### config.mk
export PLATFORM = sky130hd
export DESIGN_NAME = icache
export DESIGN_NICKNAME = d
export VERILOG_FILES = /design/src/rtl/fetch_cfg_pkg.sv /design/src/rtl/icache.sv
export SDC_FILE = /design/constraint.sdc
export NUM_CORES = 1
export LEC_CHECK = 0
export BUFFER_PORTS_ARGS = -buffer_cell sky130_fd_sc_hd__buf_2
export CAP_MARGIN = 20
export CORE_ASPECT_RATIO = 1.25
export CORE_MARGIN = 1.5
export CORE_UTILIZATION = 27
export DETAILED_ROUTE_END_ITERATION = 12
export PLACE_DENSITY_LB_ADDON = 0.08
export SYNTH_ARGS = -nofsm -noshare
export SYNTH_HDL_FRONTEND = slang
export SYNTH_SLANG_ARGS = --single-unit
### constraint.sdc
create_clock -name clk_in -period 11.38 [get_ports clk_in]
set_input_delay 0.569 -clock clk_in [delete_from_list [all_inputs] [get_ports clk_in]]
set_output_delay 0.569 -clock clk_in [all_outputs]
set_load 0.01 [all_outputs]
### src/rtl/fetch_cfg_pkg.sv
package fetch_cfg_pkg;

    // byte address width seen by the fetch path
    localparam int addr_w_default = 32;

    // sizes below must be powers of two
    localparam int mem_words_default = 1024;   // instruction memory depth
    localparam int cache_lines_default = 16;   // one word per line
    localparam int bp_entries_default = 32;    // predictor table entries

endpackage

### src/rtl/icache.sv
module icache #(
    parameter int cache_lines = 16
) (
    input  logic        clk_in,
    input  logic        jalr_reset,
    input  logic [31:0] fetch_pc,
    input  logic        fetch_req,
    input  logic [31:0] refill_data,
    input  logic        refill_ready,
    output logic [31:0] cache_ins,
    output logic        cache_ready,
    output logic        refill_req,
    output logic [31:0] refill_addr
);

    localparam int idx_w = $clog2(cache_lines);
    localparam int tag_w = fetch_cfg_pkg::addr_w_default - idx_w - 2;

    logic [31:0] data_mem [cache_lines];
    logic [tag_w-1:0] tag_mem [cache_lines];
    logic [cache_lines-1:0] valid;

    logic [idx_w-1:0] req_idx;
    logic [tag_w-1:0] req_tag;
    logic [idx_w-1:0] fill_idx;
    logic [tag_w-1:0] fill_tag;
    logic hit;
    logic fill_done;

    assign req_idx = fetch_pc[idx_w+1:2];
    assign req_tag = fetch_pc[idx_w+2 +: tag_w];
    assign fill_idx = refill_addr[idx_w+1:2];   // missed address kept in refill_addr
    assign fill_tag = refill_addr[idx_w+2 +: tag_w];

    assign hit = valid[req_idx] && (tag_mem[req_idx] == req_tag);
    assign fill_done = refill_req && refill_ready;

    // control
    always_ff @(posedge clk_in) begin
        if (jalr_reset) begin
            valid <= '0;
            cache_ready <= 1'b0;
            refill_req <= 1'b0;
        end else begin
            cache_ready <= 1'b0;
            if (refill_req) begin
                if (refill_ready) begin
                    refill_req <= 1'b0;
                    valid[fill_idx] <= 1'b1;
                    cache_ready <= 1'b1;
                end
            end else if (fetch_req) begin
                if (hit) begin
                    cache_ready <= 1'b1;
                end else begin
                    refill_req <= 1'b1;   // held until the arbiter answers
                end
            end
        end
    end

    // line data, tags and returned word
    always_ff @(posedge clk_in) begin
        if (fill_done) begin
            data_mem[fill_idx] <= refill_data;
            tag_mem[fill_idx] <= fill_tag;
            cache_ins <= refill_data;   // forward the refilled word
        end else if (fetch_req && !refill_req) begin
            cache_ins <= data_mem[req_idx];
            if (!hit) begin
                refill_addr <= {fetch_pc[31:2], 2'b00};
            end
        end
    end

endmodule

==> impl_metrics.json <==
{
  "synth.largest_area_cell": "edfxtp_1",
  "clock_sink_count": 1008,
  "detailroute.via_count": 17900,
  "setup_ws_pre_cts_ps": 5430,
  "cp.arrival_ps": 5300,
  "grt_start_max_net_pins": 57,
  "synth_fa_ha_area_share_pct": 0,
  "synth_compound_gate_area_share_pct": 1.32,
  "drt_pass1_iterations": 4,
  "timing.final.crit_share_pct": 43.1,
  "tritoncts": "done",
  "top_level_ports": 134,
  "finalMaxSlewViolations": 0,
  "grt_remaining_overflow": 0,
  "synth-xor-area-share_pct": 0.475,
  "detail_route.drc_violations": 0,
  "largest_family_of_logic_cells_by_synthesized_area": "multiplexers",
  "cap_violations": 0,
  "cts_root_buffer": "clkbuf_16",
  "worstSetupStartpointType": "input port",
  "cp_cell_sequence": "buf_8 > buf_4 > mux4_2 > mux4_2 > xnor2_1 > nand4_1 > nor4_2 > a31oi_4 > buf_4",
  "cp_max_fo": 51,
  "max_h_tree_level": 3,
  "timing.hold.worst.class": "in2reg",
  "setup_viol_count_final": 0,
  "area_growth_pct": 17.1,
  "first_global_vias": 20000,
  "max_slew.worst_pin.slew_ps": 1050,
  "slew_headroom_pct": 29.7,
  "clock_path_buffers": 3,
  "ys_ff_latch": 1008,
  "run_status": "complete, no violations",
  "whs_ps": 87.2,
  "gpl.final_weighted_congestion": 0.684,
  "dieHeight_microns": 427,
  "clock_skew_after_layout_ps": 27.3,
  "routed_wirelength_mm": 108,
  "initial_core_util_pct": 27.2,
  "place.port_buffers": 129,
  "vdd.ir_drop.worst_mv": 0.108,
  "post_route_cells_drive_above_1_share_pct": 33.2,
  "synth_top_cell_area_share_pct": 76.7,
  "synth_area_in_simple_gates_pct": 1.77,
  "ctsHoldBuffers": 0,
  "critical_path.max_stage_delay_ps": 790,
  "ys_top_cells_by_area": "edfxtp_1 77%, mux4_2 15%, mux2i_1 1.9%, mux2_2 0.99%, dfxtp_1 0.93%",
  "required_ps": 11770,
  "setup-tns-final_ps": 0,
  "power_density_mw_per_mm2": 177,
  "num_rows": 155,
  "synth_flop_cell": "edfxtp_1",
  "ys_seq_area_share_pct": 77.6,
  "post-layout-total-power_mw": 8.01,
  "hold_viol": 0,
  "crit_type": "in2reg",
  "post_cts_resized": 0,
  "final_cell_mix": "990 x edfxtp_1, 250 x mux4_2, 126 x buf_2",
  "critPathCaptureType": "flip-flop",
  "die_x_microns": 342,
  "grt_first_pass_wirelength_mm": 152,
  "wl_per_cell_microns": 27.9,
  "static-leakage-power_nw": 14.3,
  "postLayoutSetupSlackWorst_ps": 6470,
  "core_sq_mm": 0.143,
  "grt_util_all_layers_pct": 15.0,
  "post-cts-setup-buffers": 0,
  "syn-cell-area_sq_mm": 0.0387,
  "final_net_count": 1951,
  "number_of_flops_mapped_to_enable_cells_by_yosys": 990,
  "fin_util_pct": 31.8,
  "async_flop_share_pct": 0,
  "layout_min_cycle_time_ps": 4910,
  "cts.clk_slew.worst_paths_ps": 60,
  "ant_nets": 0,
  "yosys_warnings": 0,
  "die_area_sq_mm": 0.146,
  "clk-insertion-delay-late_ps": 720,
  "synth_area_per_cell_sq_um": 23.2,
  "yosysUniqueCellTypes": 59,
  "post_drt_via_cell_ratio": 4.64,
  "synth_cells": 1670,
  "most_frequent_standard_cell_in_the_layout_excluding_fill_and_tap_cells": "edfxtp_1",
  "worst_path_max_delay_cell": "nor4_2",
  "antenna_violations_before_repair": 10,
  "first_iter_violations": 1189,
  "muxShareOfSynthArea_pct": 17.5,
  "cts_inserted_buffers": 112,
  "clock.fmax_mhz": 204,
  "detailed_place_hpwl_mm": 56.4,
  "rsz_0062_raised_after_global_routing": "false"
}
layer usage:
metal  vias up  track usage, %  part of all wire [%]
met5         -               0                 0.030
met4         6            4.31                   2.1
met3       136            2.33                   3.8
met2       352            27.1                    53
met1      9867            18.3                    41
li1       7569               -                     -
logic make-up after synthesis:
| kind of cell | Yosys count |
|---|---|
| other cells | 1 |
| xor+xnor | 21 |
| flops | 1008 |
| compound gates | 65 |
| simple gates | 127 |
| buf+inv | 88 |
| mux | 360 |
synthesized netlist by cell type (3+ instances only):
cell type	number
a2111oi_0	4
a211o_1	4
a22o_1	6
a22oi_1	13
a31oi_1	4
and2_1	3
and3_1	5
buf_1	5
buf_2	42
buf_4	11
buf_6	10
clkbuf_1	16
dfxtp_1	18
edfxtp_1	990
inv_1	3
mux2_2	34
mux2i_1	74
mux4_2	250
nand2_1	11
nand2b_1	5
nand3b_1	3
nand4_1	7
nand4b_1	4
nor2_1	48
nor2b_1	7
nor3_1	10
nor3b_1	4
nor4_1	5
o2111ai_1	4
o211ai_1	3
o21ai_0	6
o21ba_2	4
or3_1	4
xnor2_1	18
xor2_1	3
worst paths after layout:
check                                          startpoint                        end  slack, ps  cells after the start
worst min-delay path                         fetch_pc[24]  refill_addr[24]$_DFFE_PP_         90                      1
worst max register to register  tag_mem[11][19]$_DFFE_PP_   refill_addr[6]$_DFFE_PP_       6990                      7
worst max-delay path                          fetch_pc[3]   refill_addr[6]$_DFFE_PP_       6470                      9
worst min register to register     valid[15]$_SDFFE_PP0P_     valid[15]$_SDFFE_PP0P_        470                      2
metrics by stage:
stage / instance area (sq um) / std cells
floorplan: 38800 / 1671
global placement: 41800 / 3653
detailed placement: 41800 / 3653
CTS: 45400 / 3864
global route: 45400 / 3865
finish: 45400 / 3866
area by class of cell:
class,instances,area (sq um)
fill,13700,97200
inverter,4,17.5
tap,1884,2360
clock buffer,145,2980
antenna,2,5.00
timing repair buffer,182,1070
sequential,1008,30100
multi-input combinational,575,8300
clock inverter,66,549
report_power, final:
| group | total, mW | switching [mW] | internal (mW) | leakage (nW) |
|---|---|---|---|---|
| sequential | 4.15 | 0.0334 | 4.12 | 9.09 |
| clock | 3.48 | 1.48 | 2.00 | 1.75 |
| combinational | 0.378 | 0.222 | 0.155 | 3.42 |
worst max-delay path, delay by kind of cell:
kind,cells,cell delay [ps]
multiplexers,2,910
XOR/XNOR,1,570
AND/OR/NAND/NOR,2,1430
buffers and inverters,3,1380
AO/OA/AOI/OAI,1,320
flip-flops by register name, indices dropped and copies added (netlist names):
register,flops
refill_req,1
cache_ins,32
valid,16
data_mem,512
cache_ready,1
refill_addr,30
tag_mem,416
Note: power is estimated with default switching activity, not from simulation.
