$ cat config.mk
export PLATFORM = sky130hd
export DESIGN_NAME = ifetcher
export DESIGN_NICKNAME = d
export VERILOG_FILES = /design/src/rtl/rv_isa_pkg.sv /design/src/rtl/ifetcher.sv
export SDC_FILE = /design/constraint.sdc
export NUM_CORES = 1
export LEC_CHECK = 0
export ABC_AREA = 1
export BUFFER_PORTS_ARGS = -buffer_cell sky130_fd_sc_hd__buf_2
export CORE_MARGIN = 3
export CORE_UTILIZATION = 35
export DETAILED_ROUTE_END_ITERATION = 12
export HOLD_SLACK_MARGIN = 0.08
export PLACE_DENSITY_LB_ADDON = 0.05
export SLEW_MARGIN = 30
export SYNTH_ARGS = -nofsm -noshare
export SYNTH_HDL_FRONTEND = slang
export SYNTH_SLANG_ARGS = --single-unit
$ cat constraint.sdc
create_clock -name clk_in -period 6.1 [get_ports clk_in]
set_input_delay 1.22 -clock clk_in [delete_from_list [all_inputs] [get_ports clk_in]]
set_output_delay 1.22 -clock clk_in [all_outputs]
set_load 0.03 [all_outputs]
$ cat src/rtl/rv_isa_pkg.sv
package rv_isa_pkg;

    localparam int xlen = 32;   // instruction and data width
    localparam int opc_w = 7;

    // major opcodes the fetch path cares about
    localparam logic [opc_w-1:0] opc_jal = 7'b1101111;
    localparam logic [opc_w-1:0] opc_branch = 7'b1100011;

    // low opcode field of an instruction word
    function automatic logic [opc_w-1:0] opcode(input logic [xlen-1:0] ins);
        return ins[opc_w-1:0];
    endfunction

    // sign-extended J-type immediate, bit 0 always zero
    function automatic logic [xlen-1:0] j_imm(input logic [xlen-1:0] ins);
        return {{12{ins[31]}}, ins[19:12], ins[20], ins[30:21], 1'b0};
    endfunction

endpackage

$ cat src/rtl/ifetcher.sv
module ifetcher (
    input  logic        clk_in,
    input  logic        jalr_reset,
    input  logic        rdy_in,
    input  logic        stall,
    input  logic [31:0] cache_ins,
    input  logic        cache_ready,
    input  logic        predict_jump,
    input  logic [31:0] predict_pc,
    input  logic        redirect_valid,
    input  logic [31:0] redirect_pc,
    output logic [31:0] fetch_pc,
    output logic        fetch_req,
    output logic [31:0] bp_pc,
    output logic [31:0] bp_ins,
    output logic [31:0] out_ins,
    output logic [31:0] out_pc,
    output logic        out_jump,
    output logic        out_valid
);

    typedef enum logic {
        st_idle,
        st_wait
    } state_t;

    state_t state;
    logic [31:0] pc;
    logic [rv_isa_pkg::xlen-1:0] held_ins;   // result parked while stalled
    logic have_ins;
    logic discard;     // stale response still due from the cache
    logic ins_avail;
    logic outstanding;
    logic [rv_isa_pkg::xlen-1:0] cur_ins;

    assign cur_ins = have_ins ? held_ins : cache_ins;
    assign ins_avail = cache_ready || have_ins;

    // request issued but nothing back yet
    assign outstanding = (state == st_wait) && !have_ins && !cache_ready;

    // predictor looks at the instruction being consumed
    assign bp_pc = pc;
    assign bp_ins = cur_ins;

    always_ff @(posedge clk_in) begin
        if (jalr_reset) begin
            pc <= '0;
            state <= st_idle;
            fetch_pc <= '0;
            fetch_req <= 1'b0;
            out_valid <= 1'b0;
            out_jump <= 1'b0;
            have_ins <= 1'b0;
            discard <= 1'b0;
        end else if (redirect_valid) begin
            pc <= redirect_pc;
            fetch_req <= 1'b0;
            out_valid <= 1'b0;
            have_ins <= 1'b0;
            // keep waiting only to swallow the old response
            discard <= outstanding;
            state <= outstanding ? st_wait : st_idle;
        end else if (!rdy_in) begin
            fetch_req <= 1'b0;   // pulses must not repeat while paused
            out_valid <= 1'b0;
        end else begin
            fetch_req <= 1'b0;
            out_valid <= 1'b0;
            case (state)
                st_idle: begin
                    if (!stall) begin
                        fetch_pc <= pc;
                        fetch_req <= 1'b1;
                        state <= st_wait;
                    end
                end
                st_wait: begin
                    if (discard) begin
                        if (cache_ready) begin
                            discard <= 1'b0;
                            state <= st_idle;
                        end
                    end else if (ins_avail) begin
                        if (stall) begin
                            if (!have_ins) begin
                                held_ins <= cache_ins;
                                have_ins <= 1'b1;
                            end
                        end else begin
                            // JAL target known here, no need to ask the predictor
                            if (rv_isa_pkg::opcode(cur_ins) == rv_isa_pkg::opc_jal) begin
                                out_jump <= 1'b1;
                                pc <= pc + rv_isa_pkg::j_imm(cur_ins);
                            end else begin
                                out_jump <= predict_jump;
                                pc <= predict_pc;
                            end
                            out_ins <= cur_ins;
                            out_pc <= pc;
                            out_valid <= 1'b1;
                            have_ins <= 1'b0;
                            state <= st_idle;
                        end
                    end
                end
                default: state <= st_idle;
            endcase
        end
    end

endmodule

==> reports/qor.tcl <==
set qor(reg2reg_depth) 16
set qor(avgViaCountPerCell) 4.76
set qor(rrSetupSlack_ps) 2740
set qor(synth_nets) 1249
set qor(worst_clock_skew_ps) 19.4
set qor(sum_of_negative_setup_slack_ps) 0
set qor(grt_setup_unrepaired) {false}
set qor(wl_per_cell_um) 17.6
set qor(routed_wirelength_mm) 30.1
set qor(cts_hold_buffers) 0
set qor(ir_worst_vdd_uv) 155
set qor(io_pins) 266
set qor(min_to) {fetch_pc[16]$_SDFFE_PP0P_}
set qor(yosys.cell_types.count) 34
set qor(row_count) 56
set qor(synth_seq_area_share) 0.498
set qor(grt_pass1_vias) 7624
set qor(finalHoldViolCount) 0
set qor(drv.max_cap_violation_count) 0
set qor(dpl-instance-area_um2) 10200
set qor(cts-htree-levels) 4
set qor(syn-mean-instance-area_um2) 7.72
set qor(tritoncts) {built}
set qor(layoutNonFillerInstCount) 1705
set qor(critical-path-top-cell-by-count) {sky130_fd_sc_hd__nand2_1}
set qor(dominantRegCellSynth) {sky130_fd_sc_hd__edfxtp_1}
set qor(power.share.clock) 0.391
set qor(ys.warnings.count) 0
set qor(vias) 8110
set qor(total_leakage_power_nw) 5.26
set qor(post-place-cells) 1668
set qor(timing.critical_path.arrival_ps) 2330
set qor(ff_latch_area_um2) 4280
set qor(min_period_over_period) 0.582
set qor(cts.clk_slew.worst_paths_ps) 70
set qor(p_per_area_nw_per_um2) 262
set qor(netSwitchingPower_uw) 925
set qor(cts-root-buf) {sky130_fd_sc_hd__clkbuf_16}
set qor(placer_congestion) 0.857
set qor(yosys.cell_count.top_type) {sky130_fd_sc_hd__nand2_1}
set qor(grtUsageTotal) 0.224
set qor(final_net_count) 1503
set qor(nFillCells) 2484
set qor(critical-path-max-stage-delay_ps) 540
set qor(mappedNetlistArea_um2) 8610
set qor(setup.worst_path.start_class) {flip-flop}
set qor(portBuffers) 265
set qor(cp_cell_sequence) {buf_4 > inv_4 > nand2_1 > nand2_1 > buf_2}
set qor(coreArea_um2) 23800
set qor(run_status) {complete, no violations}
set qor(fmax_mhz) 282
set qor(synth_area_leaders) {sky130_fd_sc_hd__edfxtp_1, sky130_fd_sc_hd__dfxtp_1, sky130_fd_sc_hd__nand2_1}
set qor(worst-path-buf-inv) 3
set qor(post-dp-hpwl_mm) 23.0
set qor(cp.required_ps) 4880
set qor(crit-reg2reg-launch) {have_ins$_SDFFE_PP0P_}
set qor(area.growth.synth_to_final_pct) 26.3
set qor(fin_total_pwr_mw) 2.85
set qor(postLayoutSetupSlackWorst_ps) 2550
set qor(timing.max_slew.rel_slack) 0.387
set qor(slowest_stage) {sky130_fd_sc_hd__nand2_1}
set qor(synth_largest_type_area_fraction) 0.335
set qor(criticalPathCategory) {flip-flop to output port}
set qor(rr_endpoint) {bp_pc[29]$_SDFFE_PP0P_}
set qor(dieWidth_um) 163
set qor(maximum_number_of_pins_on_one_net_before_global_route_repair) 65
set qor(grt_antenna_before_repair) 5
set qor(floorplan.die.height_um) 163
set qor(drc) 0
set qor(p_int_mw) 1.92
set qor(synthCells) 1115
set qor(timing.critical_path.max_delay_family) {buffers and inverters}
set qor(global_route.overflow_total) 0
set qor(yosys_register_bits) 166
set qor(first_pass_grt_wire_length_mm) 45.3
set qor(multiInputGateArea_um2) 3700
set qor(p_comb_frac) 0.170
set qor(drt.antenna.violating_nets) 0
set qor(cts_inserted_buffers) 17
set qor(cts_max_path_buffers) 2
set qor(min_period_ps) 3550
set qor(clock_insertion_delay_worst_skew_ps) 440
set qor(ys_top_cells_by_count) {sky130_fd_sc_hd__nand2_1, sky130_fd_sc_hd__nor2_1, sky130_fd_sc_hd__inv_1}
set qor(die_area_um2) 26500
set qor(setup_viol) 0
set qor(starting_utilization_of_the_core_area) 0.361
set qor(hold_path_depth) 2
set qor(drive_gt1_frac) 0.232
set qor(switching_share) 0.325
set qor(dp_slack_ps) 2380
set qor(finalInstanceArea_um2) 10900
set qor(synth-edff-count) 96
set qor(critPathMaxFanout) 37
set qor(first_iter_violations) 598
set qor(type_of_the_most_critical_hold_path) {flip-flop to flip-flop}
set qor(seqPwrFrac) 0.439
set qor(drv_slew) 0
set qor(drtPass1Iterations) 6
set qor(cts.repair.resized) 0
set qor(synth.largest_area_cell) {sky130_fd_sc_hd__edfxtp_1}
set qor(timing.hold.worst.start) {fetch_pc[16]$_SDFFE_PP0P_}
set qor(worst_pin_slew_ps) 919
set qor(end_kind) {output port}
set qor(post_cts_buffers) 0
set qor(async_reset_ff_frac) 0
set qor(clock_sinks) 166
[layer usage]
layer,global-route usage,vias to the layer above,part of all wire
li1,-,4128,-
met1,0.335,3713,0.49
met2,0.333,236,0.43
met3,0.0384,31,0.059
met4,0.0627,2,0.017
met5,0,-,0.00057
[flip-flops by register name, summed over array words and instances (netlist names)]
name	flops
have_ins	1
out_jump	1
bp_pc	32
out_ins	32
out_pc	32
held_ins	32
fetch_req	1
state	1
fetch_pc	32
out_valid	1
discard	1
[cell families after synthesis]
| group | after synthesis | synth area share |
|---|---|---|
| compound gates | 165 | 0.101 |
| xor+xnor | 14 | 0.0142 |
| fa+ha+maj | 31 | 0.0459 |
| buf+inv | 159 | 0.0739 |
| flops | 166 | 0.498 |
| simple gates | 580 | 0.268 |
[worst min-delay path, stage by stage, from the launching register on]
cell,delay [ps]
sky130_fd_sc_hd__dfxtp_1,330
sky130_fd_sc_hd__nor2_1,40
sky130_fd_sc_hd__nor2_1,80
[worst max path at each step]
stage	from	endpoint	slack (ps)	cells past startpoint
final	have_ins$_SDFFE_PP0P_	bp_ins[31]	2550	5
after global routing	have_ins$_SDFFE_PP0P_	bp_pc[25]$_SDFFE_PP0P_	2350	16
after CTS	have_ins$_SDFFE_PP0P_	bp_ins[31]	2490	5
after detailed placement	cache_ins[21]	bp_pc[21]$_SDFFE_PP0P_	2380	17
after global placement	cache_ins[21]	bp_pc[25]$_SDFFE_PP0P_	2290	18
after floorplan	redirect_valid	out_ins[0]$_DFFE_PP_	1500	4
[power groups by stage]
stage | registers [mW] | logic (mW) | clock network, mW
floorplan | 1.31 | 0.275 | 0
global placement | 1.28 | 0.482 | 0
detailed placement | 1.28 | 0.483 | 0
CTS | 1.25 | 0.485 | 1.14
global route | 1.25 | 0.542 | 1.18
finish | 1.25 | 0.484 | 1.11
[cell type report]
class	instances	share of cell area
flip-flops and latches	166	0.394
multi-input cells	790	0.341
repair buffers	273	0.129
inverters	121	0.0420
clock buffers	17	0.0391
well taps	319	0.0367
clock inverters	15	0.0167
diodes	4	0.000921
[layout by cell type, fill, tap and decap left out, types with 17 or more instances in the layout]
| cell | instances |
|---|---|
| sky130_fd_sc_hd__nand3_1 | 46 |
| sky130_fd_sc_hd__dfxtp_1 | 70 |
| sky130_fd_sc_hd__nand2_1 | 359 |
| sky130_fd_sc_hd__a21oi_1 | 83 |
| sky130_fd_sc_hd__ha_1 | 30 |
| sky130_fd_sc_hd__inv_1 | 117 |
| sky130_fd_sc_hd__edfxtp_1 | 96 |
| sky130_fd_sc_hd__clkbuf_16 | 17 |
| sky130_fd_sc_hd__nor2_1 | 150 |
| sky130_fd_sc_hd__o21ai_0 | 59 |
| sky130_fd_sc_hd__buf_2 | 265 |
[per-stage QoR]
stage	utilization	hold WS (ps)
finish	0.456	481
global route	0.456	506
CTS	0.455	485
detailed placement	0.429	469
global placement	0.429	457
floorplan	-	492
No activity file was read; power rests on OpenSTA's default activity.
