File: config.mk
export PLATFORM = sky130hd
export DESIGN_NAME = mem_arbiter
export DESIGN_NICKNAME = d
export VERILOG_FILES = /design/src/rtl/mem_arbiter.sv
export SDC_FILE = /design/constraint.sdc
export NUM_CORES = 1
export LEC_CHECK = 0
export BUFFER_PORTS_ARGS = -buffer_cell sky130_fd_sc_hd__buf_2
export CAP_MARGIN = 40
export CORE_AREA = 2 2 95 97
export CTS_CLUSTER_SIZE = 16
export DETAILED_ROUTE_END_ITERATION = 10
export DIE_AREA = 0 0 97 99
export PLACE_DENSITY = 0.62
export SLEW_MARGIN = 20
export SYNTH_ARGS = -nofsm -noshare
export SYNTH_HDL_FRONTEND = slang
export SYNTH_SLANG_ARGS = --single-unit
File: constraint.sdc
create_clock -name clk_in -period 2.8 [get_ports clk_in]
set_input_delay 0.56 -clock clk_in [delete_from_list [all_inputs] [get_ports clk_in]]
set_output_delay 0.56 -clock clk_in [all_outputs]
set_load 0.01 [all_outputs]
File: src/rtl/mem_arbiter.sv
module mem_arbiter #(
    parameter int mem_words = 1024
) (
    input  logic                         clk_in,
    input  logic                         jalr_reset,
    input  logic                         refill_req,
    input  logic [31:0]                  refill_addr,
    input  logic                         psel,
    input  logic                         penable,
    input  logic                         pwrite,
    input  logic [31:0]                  paddr,
    input  logic [31:0]                  pwdata,
    input  logic [31:0]                  mem_rdata,
    output logic [31:0]                  refill_data,
    output logic                         refill_ready,
    output logic [31:0]                  prdata,
    output logic                         pready,
    output logic                         mem_en,
    output logic                         mem_we,
    output logic [$clog2(mem_words)-1:0] mem_addr,
    output logic [31:0]                  mem_wdata
);

    localparam int idx_w = $clog2(mem_words);

    logic req0;      // cache refill
    logic req1;      // APB host, access phase
    logic busy;
    logic grant1;
    logic start;
    logic last1;     // host granted last and owns the transfer in flight

    assign req0 = refill_req;
    assign req1 = psel && penable;

    // one transfer in flight, from grant to ready
    assign busy = mem_en || refill_ready || pready;
    assign start = !busy && (req0 || req1);

    // round robin only matters when both wait
    assign grant1 = (req0 && req1) ? !last1 : req1;

    // read data comes straight from the memory on the ready cycle
    assign refill_data = mem_rdata;
    assign prdata = mem_rdata;

    always_ff @(posedge clk_in) begin
        if (jalr_reset) begin
            mem_en <= 1'b0;
            mem_we <= 1'b0;
            refill_ready <= 1'b0;
            pready <= 1'b0;
            last1 <= 1'b0;
        end else begin
            refill_ready <= mem_en && !last1;
            pready <= mem_en && last1;
            mem_en <= start;
            mem_we <= start && grant1 && pwrite;   // refills only read
            if (start) begin
                last1 <= grant1;
            end
        end
    end

    // byte address to word index
    always_ff @(posedge clk_in) begin
        if (start) begin
            mem_addr <= grant1 ? paddr[idx_w+1:2] : refill_addr[idx_w+1:2];
            mem_wdata <= pwdata;
        end
    end

endmodule

==> reports/qor.txt, run 1 <==
Critical path launch point: mem_en
Max-slew violations: 0
Die H: 99 µm
Placer Congestion: 0.8217
CTS buffer count: 5
Part of the power in registers: 53.0%
Synth Register Bits: 47
Postcts setup bufs: 0
Reg2Reg Depth: 3
Most instantiated cells after synthesis: 64 x buf_4, 42 x edfxtp_1, 10 x mux2_2, 5 x dfxtp_1, 2 x nor3b_1
Overall Global Routing Usage: 8.353%
Ys flop type: edfxtp_1
Port bufs: 103
CTS sink count: 47
WHS: 0.4442 ns
Critical path's top delay family: simple AND/OR/NAND/NOR gates
Max-cap violations: 0
Initial core utilization: 23.97%
Critical path data arrival time: 1.60 ns
Number of flops mapped to enable cells by yosys: 42
RSZ-0062 raised after global routing: false
Finished Layout Cells: 289
Routed Antenna Nets: 0
Slew headroom: 63.87%
Initial drt markers: 14
CP Class: reg2reg
Cts repair resizes: 0
Layout net count: 314
Crit path cell chain: nor3_1 -> nor2b_4 -> buf_4
Initial DRT Pass Iterations: 3
Share of cells above drive strength 1: 69.06%
Vias/cell: 3.834
Synth top area cells: edfxtp_1 62%, buf_4 23%, mux2_2 5.5%
Largest net degree at the start of global routing: 43
Crit path to: mem_addr[3]
Status: finished, final reports clean
Clk root buf: clkbuf_8
Die Wd: 97 µm
Worst IR drop on VDD: 0.0002436 V
Routed vias: 1108
Worst Setup End Kind: register
Bufs on Longest Clock Path: 2
Yosys top cell area share: 61.54%
Fmax: 598.8 MHz
Inst Count DP: 281
Cts hold-fix bufs: 0
Ys async rst share: 0%
NetSw: 330.1 µW
Post-synthesis net count: 267
Area Overhead vs Synth: 15.38%
Crit-path max FO: 42
Yosys warning count: 0
H-tree depth: 2
Reg-to-reg endpoint: mem_addr[3]
CTS tree: yes
Initial antenna violation count: 0
Count leader, synth: buf_4
Post-Syn Area per Cell: 15.41 µm²
Gr ovfl total: 0
Core box area: 8551 µm²
Wire length per cell: 14.30 µm
Synth area leader: edfxtp_1
DPL Wire Length: 3115 µm
Setup TNS: 0 ns
Worst setup SP type: register
Ant. Diodes: 0
Number of buffer and inverter stages on the critical path: 1
I/O pins: 244
Static Leak: 0.001007 µW
Power density cells: 681.2 nW/µm²
DR DRC count: 0
Fraction of the yosys area taken by sequential cells: 66.42%
Mapped Cells: 133
Reg2reg start: mem_en
Fin crit share: 59.65%
Vias in the first global route: 1110
Clock group share of total power: 35.3%
Die ar.: 9603 µm²
Fillcell total: 872
Setup violators final: 0
Post-layout minimum cycle time: 1.670 ns
Number of library cell types mapped by synthesis: 15
Mapped Area: 2049 µm²
First-pass GRT wire length: 6051 µm
Final hold vios: 0
Slew @ Worst Pin: 0.5419 ns
WP depth: 3
Worst R2R Setup Slack: 1.13 ns
CP max-delay cell: buf_4
Hold Path Depth: 1
Clk_lat worst skew: 0.28 ns
Hold Path Class: in2reg
Clk slew on worst S/H paths: 0.08 ns
Final wirelength: 4134 µm
Clk_skew: 0.004289 ns
CP max stage delay: 0.46 ns
CP required: 2.73 ns
Row Count: 34
Int Power: 1281 µW
Switch share: 20.49%
Comb pwr share: 11.7%
flip-flops by register name, indices dropped and copies added (netlist names):
signal / cells
last1: 1
mem_addr: 10
mem_en: 1
mem_wdata: 32
mem_we: 1
pready: 1
refill_ready: 1
cell families (layout without fill, tap and decap cells):
| logic type | count (synthesis) | after routing | synth area share (%) |
|---|---|---|---|
| buffers and inverters | 64 | 112 | 23.44 |
| flip-flops | 47 | 47 | 66.42 |
| multiplexers | 10 | 10 | 5.495 |
| AND/OR/NAND/NOR | 10 | 10 | 4.091 |
| AO/OA/AOI/OAI | 2 | 2 | 0.5494 |
metal layers:
| metal | vias to the layer above | part of all wire (%) | global-route usage [%] |
|---|---|---|---|
| met3 | 22 | 14 | 3.333 |
| li1 | 492 | - | - |
| met2 | 97 | 42 | 11.22 |
| met1 | 497 | 39 | 10.07 |
| met5 | - | 0 | 0 |
| met4 | 0 | 5.1 | 7.801 |
worst min path at each step:
stage / to / startpoint / slack (ns)
after floorplan: refill_ready / last1 / 0.44
final: mem_wdata[29] / pwdata[29] / 0.44
after global placement: refill_ready / last1 / 0.48
after global routing: mem_wdata[17] / pwdata[17] / 0.42
after CTS: mem_wdata[21] / pwdata[21] / 0.43
after detailed placement: refill_ready / last1 / 0.48
cell usage in the layout, fill, tap and decap left out:
cell	netlist	final
clkbuf_8	0	5
edfxtp_1	42	42
nor2b_4	0	1
nand2_2	1	1
and3b_2	1	1
clkbuf_1	0	1
o22ai_1	1	1
mux2_2	10	10
buf_2	0	103
nand3_4	1	1
nor3_1	1	1
bufinv_16	0	2
or2b_1	1	1
and2b_1	1	1
buf_4	64	1
nor3b_1	2	2
a21oi_1	1	1
dfxtp_1	5	5
nand4_1	1	1
worst reg2reg max path: stages (launching register included):
cell     delay (ns)
dfxtp_1        0.33
nor3_1         0.28
nor2b_4        0.22
buf_4          0.46
final cells by class:
type	count	area, µm²	share of cell area (%)
clock inverter	2	60.06	2.540
sequential	47	1361	57.57
clock buffer	6	72.57	3.069
timing repair buffer	104	523.0	22.12
tap	108	135.1	5.714
multi-input combinational	22	212.7	8.995
stage by stage:
step	util (%)	instance area, µm²	total power [µW]	worst slack, ns
6_report	27.66	2365	1611	1.130
5_1_grt	27.66	2365	1692	1.056
4_1_cts	27.66	2365	1647	1.122
3_5_place_dp	26.10	2232	1064	1.003
3_3_place_gp	26.10	2232	1060	1.012
2_1_floorplan	-	2049	1044	0.6142
power by group through the flow:
stage	clock network [µW]	logic, µW	registers, µW
2_1_floorplan	0	138	906
3_3_place_gp	0	190	870
3_5_place_dp	0	192	872
4_1_cts	598	193	856
5_1_grt	626	206	861
6_report	568	188	855
No activity file was read; power rests on OpenSTA's default activity.
==> run 2, diff against run 1 <==
--- a/config.mk
+++ b/config.mk
@@ -5,13 +5,14 @@
 export SDC_FILE = /design/constraint.sdc
 export NUM_CORES = 1
 export LEC_CHECK = 0
+export ABC_AREA = 1
 export BUFFER_PORTS_ARGS = -buffer_cell sky130_fd_sc_hd__buf_2
 export CAP_MARGIN = 40
-export CORE_AREA = 2 2 95 97
+export CORE_AREA = 2 2 94 96
 export CTS_CLUSTER_SIZE = 16
 export DETAILED_ROUTE_END_ITERATION = 10
-export DIE_AREA = 0 0 97 99
-export PLACE_DENSITY = 0.62
+export DIE_AREA = 0 0 96 98
+export PLACE_DENSITY = 0.65
 export SLEW_MARGIN = 20
 export SYNTH_ARGS = -nofsm -noshare
 export SYNTH_HDL_FRONTEND = slang
==> constraint.sdc (replaced) <==
create_clock -name clk_in -period 1.35 [get_ports clk_in]
set_input_delay 0.27 -clock clk_in [delete_from_list [all_inputs] [get_ports clk_in]]
set_output_delay 0.27 -clock clk_in [all_outputs]
set_load 0.01 [all_outputs]
==> reports/qor.txt, run 2 <==
Die Wd: 96 µm (-1.0%)
Switch share: 20.91% (+0.42 points)
CTS tree: yes
DR DRC count: 0 (unchanged)
Area Overhead vs Synth: 16.78%
Yosys warning count: 0 (unchanged)
First-pass GRT wire length: 5913 µm (-2.3%)
Worst IR drop on VDD: 0.0004875 V (+100%)
Setup violators final: 0 (unchanged)
RSZ-0062 raised after global routing: false
Overall Global Routing Usage: 8.530% (+0.18 points)
Int Power: 2656 µW (+110%)
Max-cap violations: 0 (unchanged)
NetSw: 702.3 µW (+110%)
Post-layout minimum cycle time: 1.179 ns (-0.4906 ns)
Largest net degree at the start of global routing: 33 (-23%)
Final wirelength: 4455 µm (+7.8%)
Worst R2R Setup Slack: 0.17 ns (-0.96 ns)
Routed vias: 1236 (+12%)
Initial drt markers: 45 (+31)
Ant. Diodes: 0 (unchanged)
CP required: 1.34 ns (-1.39 ns)
Die ar.: 9408 µm² (-2.0%)
Top reg by flops: mem_wdata
Vias/cell: 3.887 (+1.4%)
Number of flops mapped to enable cells by yosys: 42 (unchanged)
Number of library cell types mapped by synthesis: 13 (-2)
Synth area leader: edfxtp_1
Setup TNS: 0 ns (unchanged)
Slew headroom: 83.84% (+20 points)
Max FFs per register: 32 (unchanged)
Fin crit share: 87.37% (+28 points)
CTS sink count: 47 (unchanged)
Clk root buf: clkbuf_8
Placer Congestion: 0.6532 (-21%)
Reg2reg start: pready
Comb pwr share: 12.0% (+0.3 points)
Max-slew violations: 0 (unchanged)
H-tree depth: 2 (unchanged)
Post-synthesis net count: 295 (+10%)
Initial core utilization: 24.22% (+0.26 points)
Vias in the first global route: 1123 (+1.2%)
Layout net count: 343 (+9.2%)
Most instantiated cells after synthesis: 64 x buf_4, 42 x edfxtp_1, 34 x nand2_1, 5 x dfxtp_1, 4 x nor2_1
Worst Setup End Kind: register
Reg-to-reg endpoint: mem_addr[5]
Worst setup SP type: register
Share of cells above drive strength 1: 59.05% (-10 points)
Die H: 98 µm (-1.0%)
Initial DRT Pass Iterations: 4 (+1)
CP Class: reg2reg
Clk slew on worst S/H paths: 0.08 ns (about the same)
Row Count: 34 (unchanged)
Pwr Total: 3359 µW (+110%)
Final core occ: 28.29% (+0.63 points)
Worst Hold End: mem_wdata[20]
DPL Wire Length: 3658 µm (+17%)
Seq. cell area: 1365 µm² (+0.28%)
Mapped Cells: 161 (+21%)
Fillcell total: 868 (-0.46%)
Port bufs: 103 (unchanged)
Bufs on Longest Clock Path: 2 (unchanged)
Cts hold-fix bufs: 0 (unchanged)
Routed Antenna Nets: 0 (unchanged)
Initial antenna violation count: 0 (unchanged)
Finished Layout Cells: 318 (+10%)
Postcts setup bufs: 0 (unchanged)
Post-Syn Area per Cell: 12.74 µm² (-17%)
Yosys top cell area share: 61.50% (about the same)
Part of the power in registers: 52.9% (about the same)
Hold Path Class: in2reg
Clock group share of total power: 35.1% (-0.2 points)
Final hold vios: 0 (unchanged)
Commonest non-fill, non-tap cell in the layout: buf_2
Synth top area cells: edfxtp_1 62%, buf_4 23%, nand2_1 6.2%
Gr ovfl total: 0 (unchanged)
Clk_skew: 0.005157 ns (+0.0008683 ns)
Crit-path max FO: 32 (-24%)
Core box area: 8466 µm² (-1.0%)
CTS buffer count: 5 (unchanged)
Mapped Area: 2051 µm² (about the same)
Synth Register Bits: 47 (unchanged)
Critical path data arrival time: 1.17 ns (-0.43 ns)
Static Leak: 0.001072 µW (+6.5%)
Fraction of the yosys area taken by sequential cells: 66.38% (about the same)
Largest registers: mem_wdata x32, mem_addr x10
I/O pins: 244 (unchanged)
Power density cells: 1402 nW/µm² (+110%)
Dpl cell area: 2262 µm² (+1.3%)
Hold Path Depth: 1 (unchanged)
Slew @ Worst Pin: 0.2405 ns (-0.3014 ns)
Ys async rst share: 0% (unchanged)
Reg2Reg Depth: 4 (+1)
Inst Count DP: 310 (+10%)
Final instance area: 2395 µm² (+1.3%)
Multi-input gate area: 192.7 µm² (-9.4%)
Fmax: 847.8 MHz (+42%)
Status: finished, final reports clean
Clk_lat worst skew: 0.29 ns (about the same)
Critical path launch point: pready
Wire length per cell: 14.01 µm (-2.1%)
Most frequent cells in the layout: 103 x buf_2, 42 x edfxtp_1, 33 x nand2_1, 5 x clkbuf_8
Cts repair resizes: 0 (unchanged)
Count leader, synth: buf_4
Ys flop type: edfxtp_1
Hold_sp: pwdata[20]
run 2: kinds of logic (layout without fill, tap and decap cells):
family | after synthesis | count (layout) | share of synthesized area (%)
compound gates | 2 | 2 | 0.6710
simple gates | 43 | 43 | 8.237
flops | 47 | 47 | 66.38
buf+inv | 69 | 118 | 24.71
run 2: per-layer routing:
layer  GRT usage (%)  part of all wire, %  vias to the layer above
li1                -                    -                      558
met1           6.890                   29                      522
met2           14.74                   47                      118
met3           4.167                   18                       38
met4           7.363                  6.2                        0
met5               0                    0                        -
run 2: area by class of cell:
type / instances / share of cell area (%)
Sequential cell: 47 / 57.00
Timing Repair Buffer: 106 / 22.99
Multi-Input combinational cell: 45 / 8.046
Tap cell: 108 / 5.643
Clock buffer: 6 / 3.030
Clock inverter: 2 / 2.508
Inverter: 4 / 0.7837
run 2: how the worst max path moves through the flow:
stage,slack [ns],cells past startpoint,endpoint
floorplan,-0.12,3,mem_addr[0]
global placement,0.11,6,mem_addr[0]
detailed placement,0.11,6,mem_addr[0]
CTS,0.16,4,mem_addr[0]
global route,0.12,4,mem_addr[3]
finish,0.17,4,mem_addr[5]
run 2: critical path, cell delays in order, from the launching register on:
cell and delay [ns]:
dfxtp_2 0.34, nor2_2 0.11, nand3_2 0.12, clkinvlp_4 0.11
buf_12 0.20
run 2: through the flow:
step	worst slack, ns	hold WS (ns)
detailed placement	0.1133	0.4484
finish	0.1705	0.1471
global placement	0.1130	0.4472
CTS	0.1570	0.1424
floorplan	-0.1232	0.3343
global route	0.1208	0.1252
run 2: power by group through the flow:
stage	clock, µW	combinational, µW	sequential, µW
6_report	1180	403	1780
3_3_place_gp	0	407	1810
4_1_cts	1200	413	1780
2_1_floorplan	0	292	1880
3_5_place_dp	0	413	1810
5_1_grt	1270	451	1790
==> run 3, diff against run 2 <==
==> constraint.sdc (replaced) <==
create_clock -name clk_in -period 1.35 [get_ports clk_in]
set_input_delay 0.27 -clock clk_in [delete_from_list [all_inputs] [get_ports clk_in]]
set_output_delay 0.27 -clock clk_in [all_outputs]
set_load 0.005 [all_outputs]
==> reports/qor.txt, run 3 (synthesized netlist as in run 2, its figures left out) <==
Clk root buf: clkbuf_8
Gr ovfl total: 0 (unchanged)
Setup TNS: 0 ns (unchanged)
Largest registers: mem_wdata x32, mem_addr x10
Post-layout minimum cycle time: 1.226 ns (+0.04643 ns)
CTS buffer count: 5 (unchanged)
Slew headroom: 82.17% (-1.7 points)
CP required: 1.33 ns (about the same)
Initial DRT Pass Iterations: 3 (-1)
DPL Wire Length: 3835 µm (+4.8%)
H-tree depth: 2 (unchanged)
Crit-path max FO: 42 (+31%)
Status: finished, final reports clean
Critical path data arrival time: 1.21 ns (+0.04 ns)
I/O pins: 244 (unchanged)
CP Class: reg2reg
Initial drt markers: 19 (-58%)
Port bufs: 103 (unchanged)
Max FFs per register: 32 (unchanged)
Area Overhead vs Synth: 15.01%
Static Leak: 0.001049 µW (-2.1%)
Initial antenna violation count: 0 (unchanged)
Fin crit share: 90.81% (+3.4 points)
Share of cells above drive strength 1: 59.33% (+0.28 points)
Commonest non-fill, non-tap cell in the layout: buf_2
Postcts setup bufs: 0 (unchanged)
Layout net count: 342 (-0.29%)
Die H: 98 µm (unchanged)
Top reg by flops: mem_wdata
RSZ-0062 raised after global routing: false
Bufs on Longest Clock Path: 2 (unchanged)
Vias in the first global route: 1177 (+4.8%)
Overall Global Routing Usage: 8.811% (+0.28 points)
Final wirelength: 4539 µm (+1.9%)
Largest net degree at the start of global routing: 43 (+30%)
Clk slew on worst S/H paths: 0.08 ns (about the same)
Setup violators final: 0 (unchanged)
Worst IR drop on VDD: 0.0004051 V (-17%)
First-pass GRT wire length: 6127 µm (+3.6%)
Row Count: 34 (unchanged)
Core box area: 8466 µm² (unchanged)
Worst setup SP type: register
Ant. Diodes: 0 (unchanged)
Cts repair resizes: 0 (unchanged)
Worst Setup End Kind: register
Die ar.: 9408 µm² (unchanged)
Final hold vios: 0 (unchanged)
Routed Antenna Nets: 0 (unchanged)
Vias/cell: 3.826 (-1.6%)
Worst R2R Setup Slack: 0.12 ns (-0.05 ns)
CTS tree: yes
Hold Path Class: in2reg
Clk_skew: 0.004556 ns (-0.0006012 ns)
Slew @ Worst Pin: 0.2675 ns (+0.02692 ns)
Max-cap violations: 0 (unchanged)
Most frequent cells in the layout: 103 x buf_2, 42 x edfxtp_1, 32 x nand2_1, 5 x clkbuf_8
Initial core utilization: 24.22% (unchanged)
Clk_lat worst skew: 0.29 ns (about the same)
DR DRC count: 0 (unchanged)
Fillcell total: 875 (+0.81%)
Max-slew violations: 0 (unchanged)
Die Wd: 96 µm (unchanged)
CTS sink count: 47 (unchanged)
Pwr Total: 2933 µW (-13%)
Power density cells: 1244 nW/µm² (-11%)
Wire length per cell: 14.32 µm (+2.2%)
Routed vias: 1213 (-1.9%)
Placer Congestion: 0.7000 (+7.2%)
Cts hold-fix bufs: 0 (unchanged)
Fmax: 815.7 MHz (-3.8%)
## run 3: cell types whose count changed in the layout (fill, tap and decap cells not counted)
| cell | previous run | this run |
|---|---|---|
| bufinv_16 | 2 | 0 |
| buf_4 | 2 | 1 |
| clkbuf_1 | 1 | 0 |
| clkinv_1 | 0 | 1 |
| clkinv_4 | 0 | 1 |
| clkinvlp_4 | 1 | 2 |
| nand2_1 | 33 | 32 |
| nand2_4 | 0 | 1 |
| nand3_2 | 1 | 0 |
| nand3_4 | 0 | 1 |
## run 3: metal layers
layer,share of wire (%),GRT usage (%),vias to the layer above,wire length [µm]
met5,0,0,-,0
met4,6.9,8.571,0,313
met3,19,4.398,30,846
met2,47,15.38,111,2154
met1,27,6.492,515,1225
li1,-,-,557,-
## run 3: final cells by class
class | instances | area, µm² | share of cell area [%]
clock inverter | 3 | 20.02 | 0.8488
sequential | 47 | 1365 | 57.88
clock buffer | 5 | 68.82 | 2.918
multi-input combinational | 45 | 207.7 | 8.806
inverter | 4 | 18.77 | 0.7958
timing repair buffer | 105 | 543.0 | 23.02
tap | 108 | 135.1 | 5.729
## run 3: power breakdown
part | switching, µW | total, µW | internal [µW]
Clock | 443 | 804 | 361
Sequential | 32.1 | 1770 | 1740
Combinational | 184 | 357 | 172
## run 3: critical path, stage by stage, from the launching register on
cell,delay [ns]
dfxtp_2,0.34
nor2_2,0.15
nand3_4,0.11
clkinvlp_4,0.09
buf_12,0.22
## run 3: worst paths after layout
| kind | cells past startpoint | from | endpoint |
|---|---|---|---|
| min reg2reg | 2 | mem_en | pready |
| max | 4 | refill_ready | mem_addr[0] |
| max reg2reg | 4 | refill_ready | mem_addr[0] |
| min | 1 | pwdata[9] | mem_wdata[9] |
## run 3: stage by stage
step / hold WS (ns) / worst slack, ns / util (%) / cell area, µm² / instances
global placement: 0.4480 / 0.1092 / 26.81 / 2270 / 309
CTS: 0.1370 / 0.1110 / 27.86 / 2359 / 317
detailed placement: 0.4483 / 0.1002 / 26.81 / 2270 / 309
finish: 0.1511 / 0.1241 / 27.86 / 2359 / 317
global route: 0.1234 / 0.06298 / 27.86 / 2359 / 317
floorplan: 0.3343 / -0.09527 / - / 2083 / 161
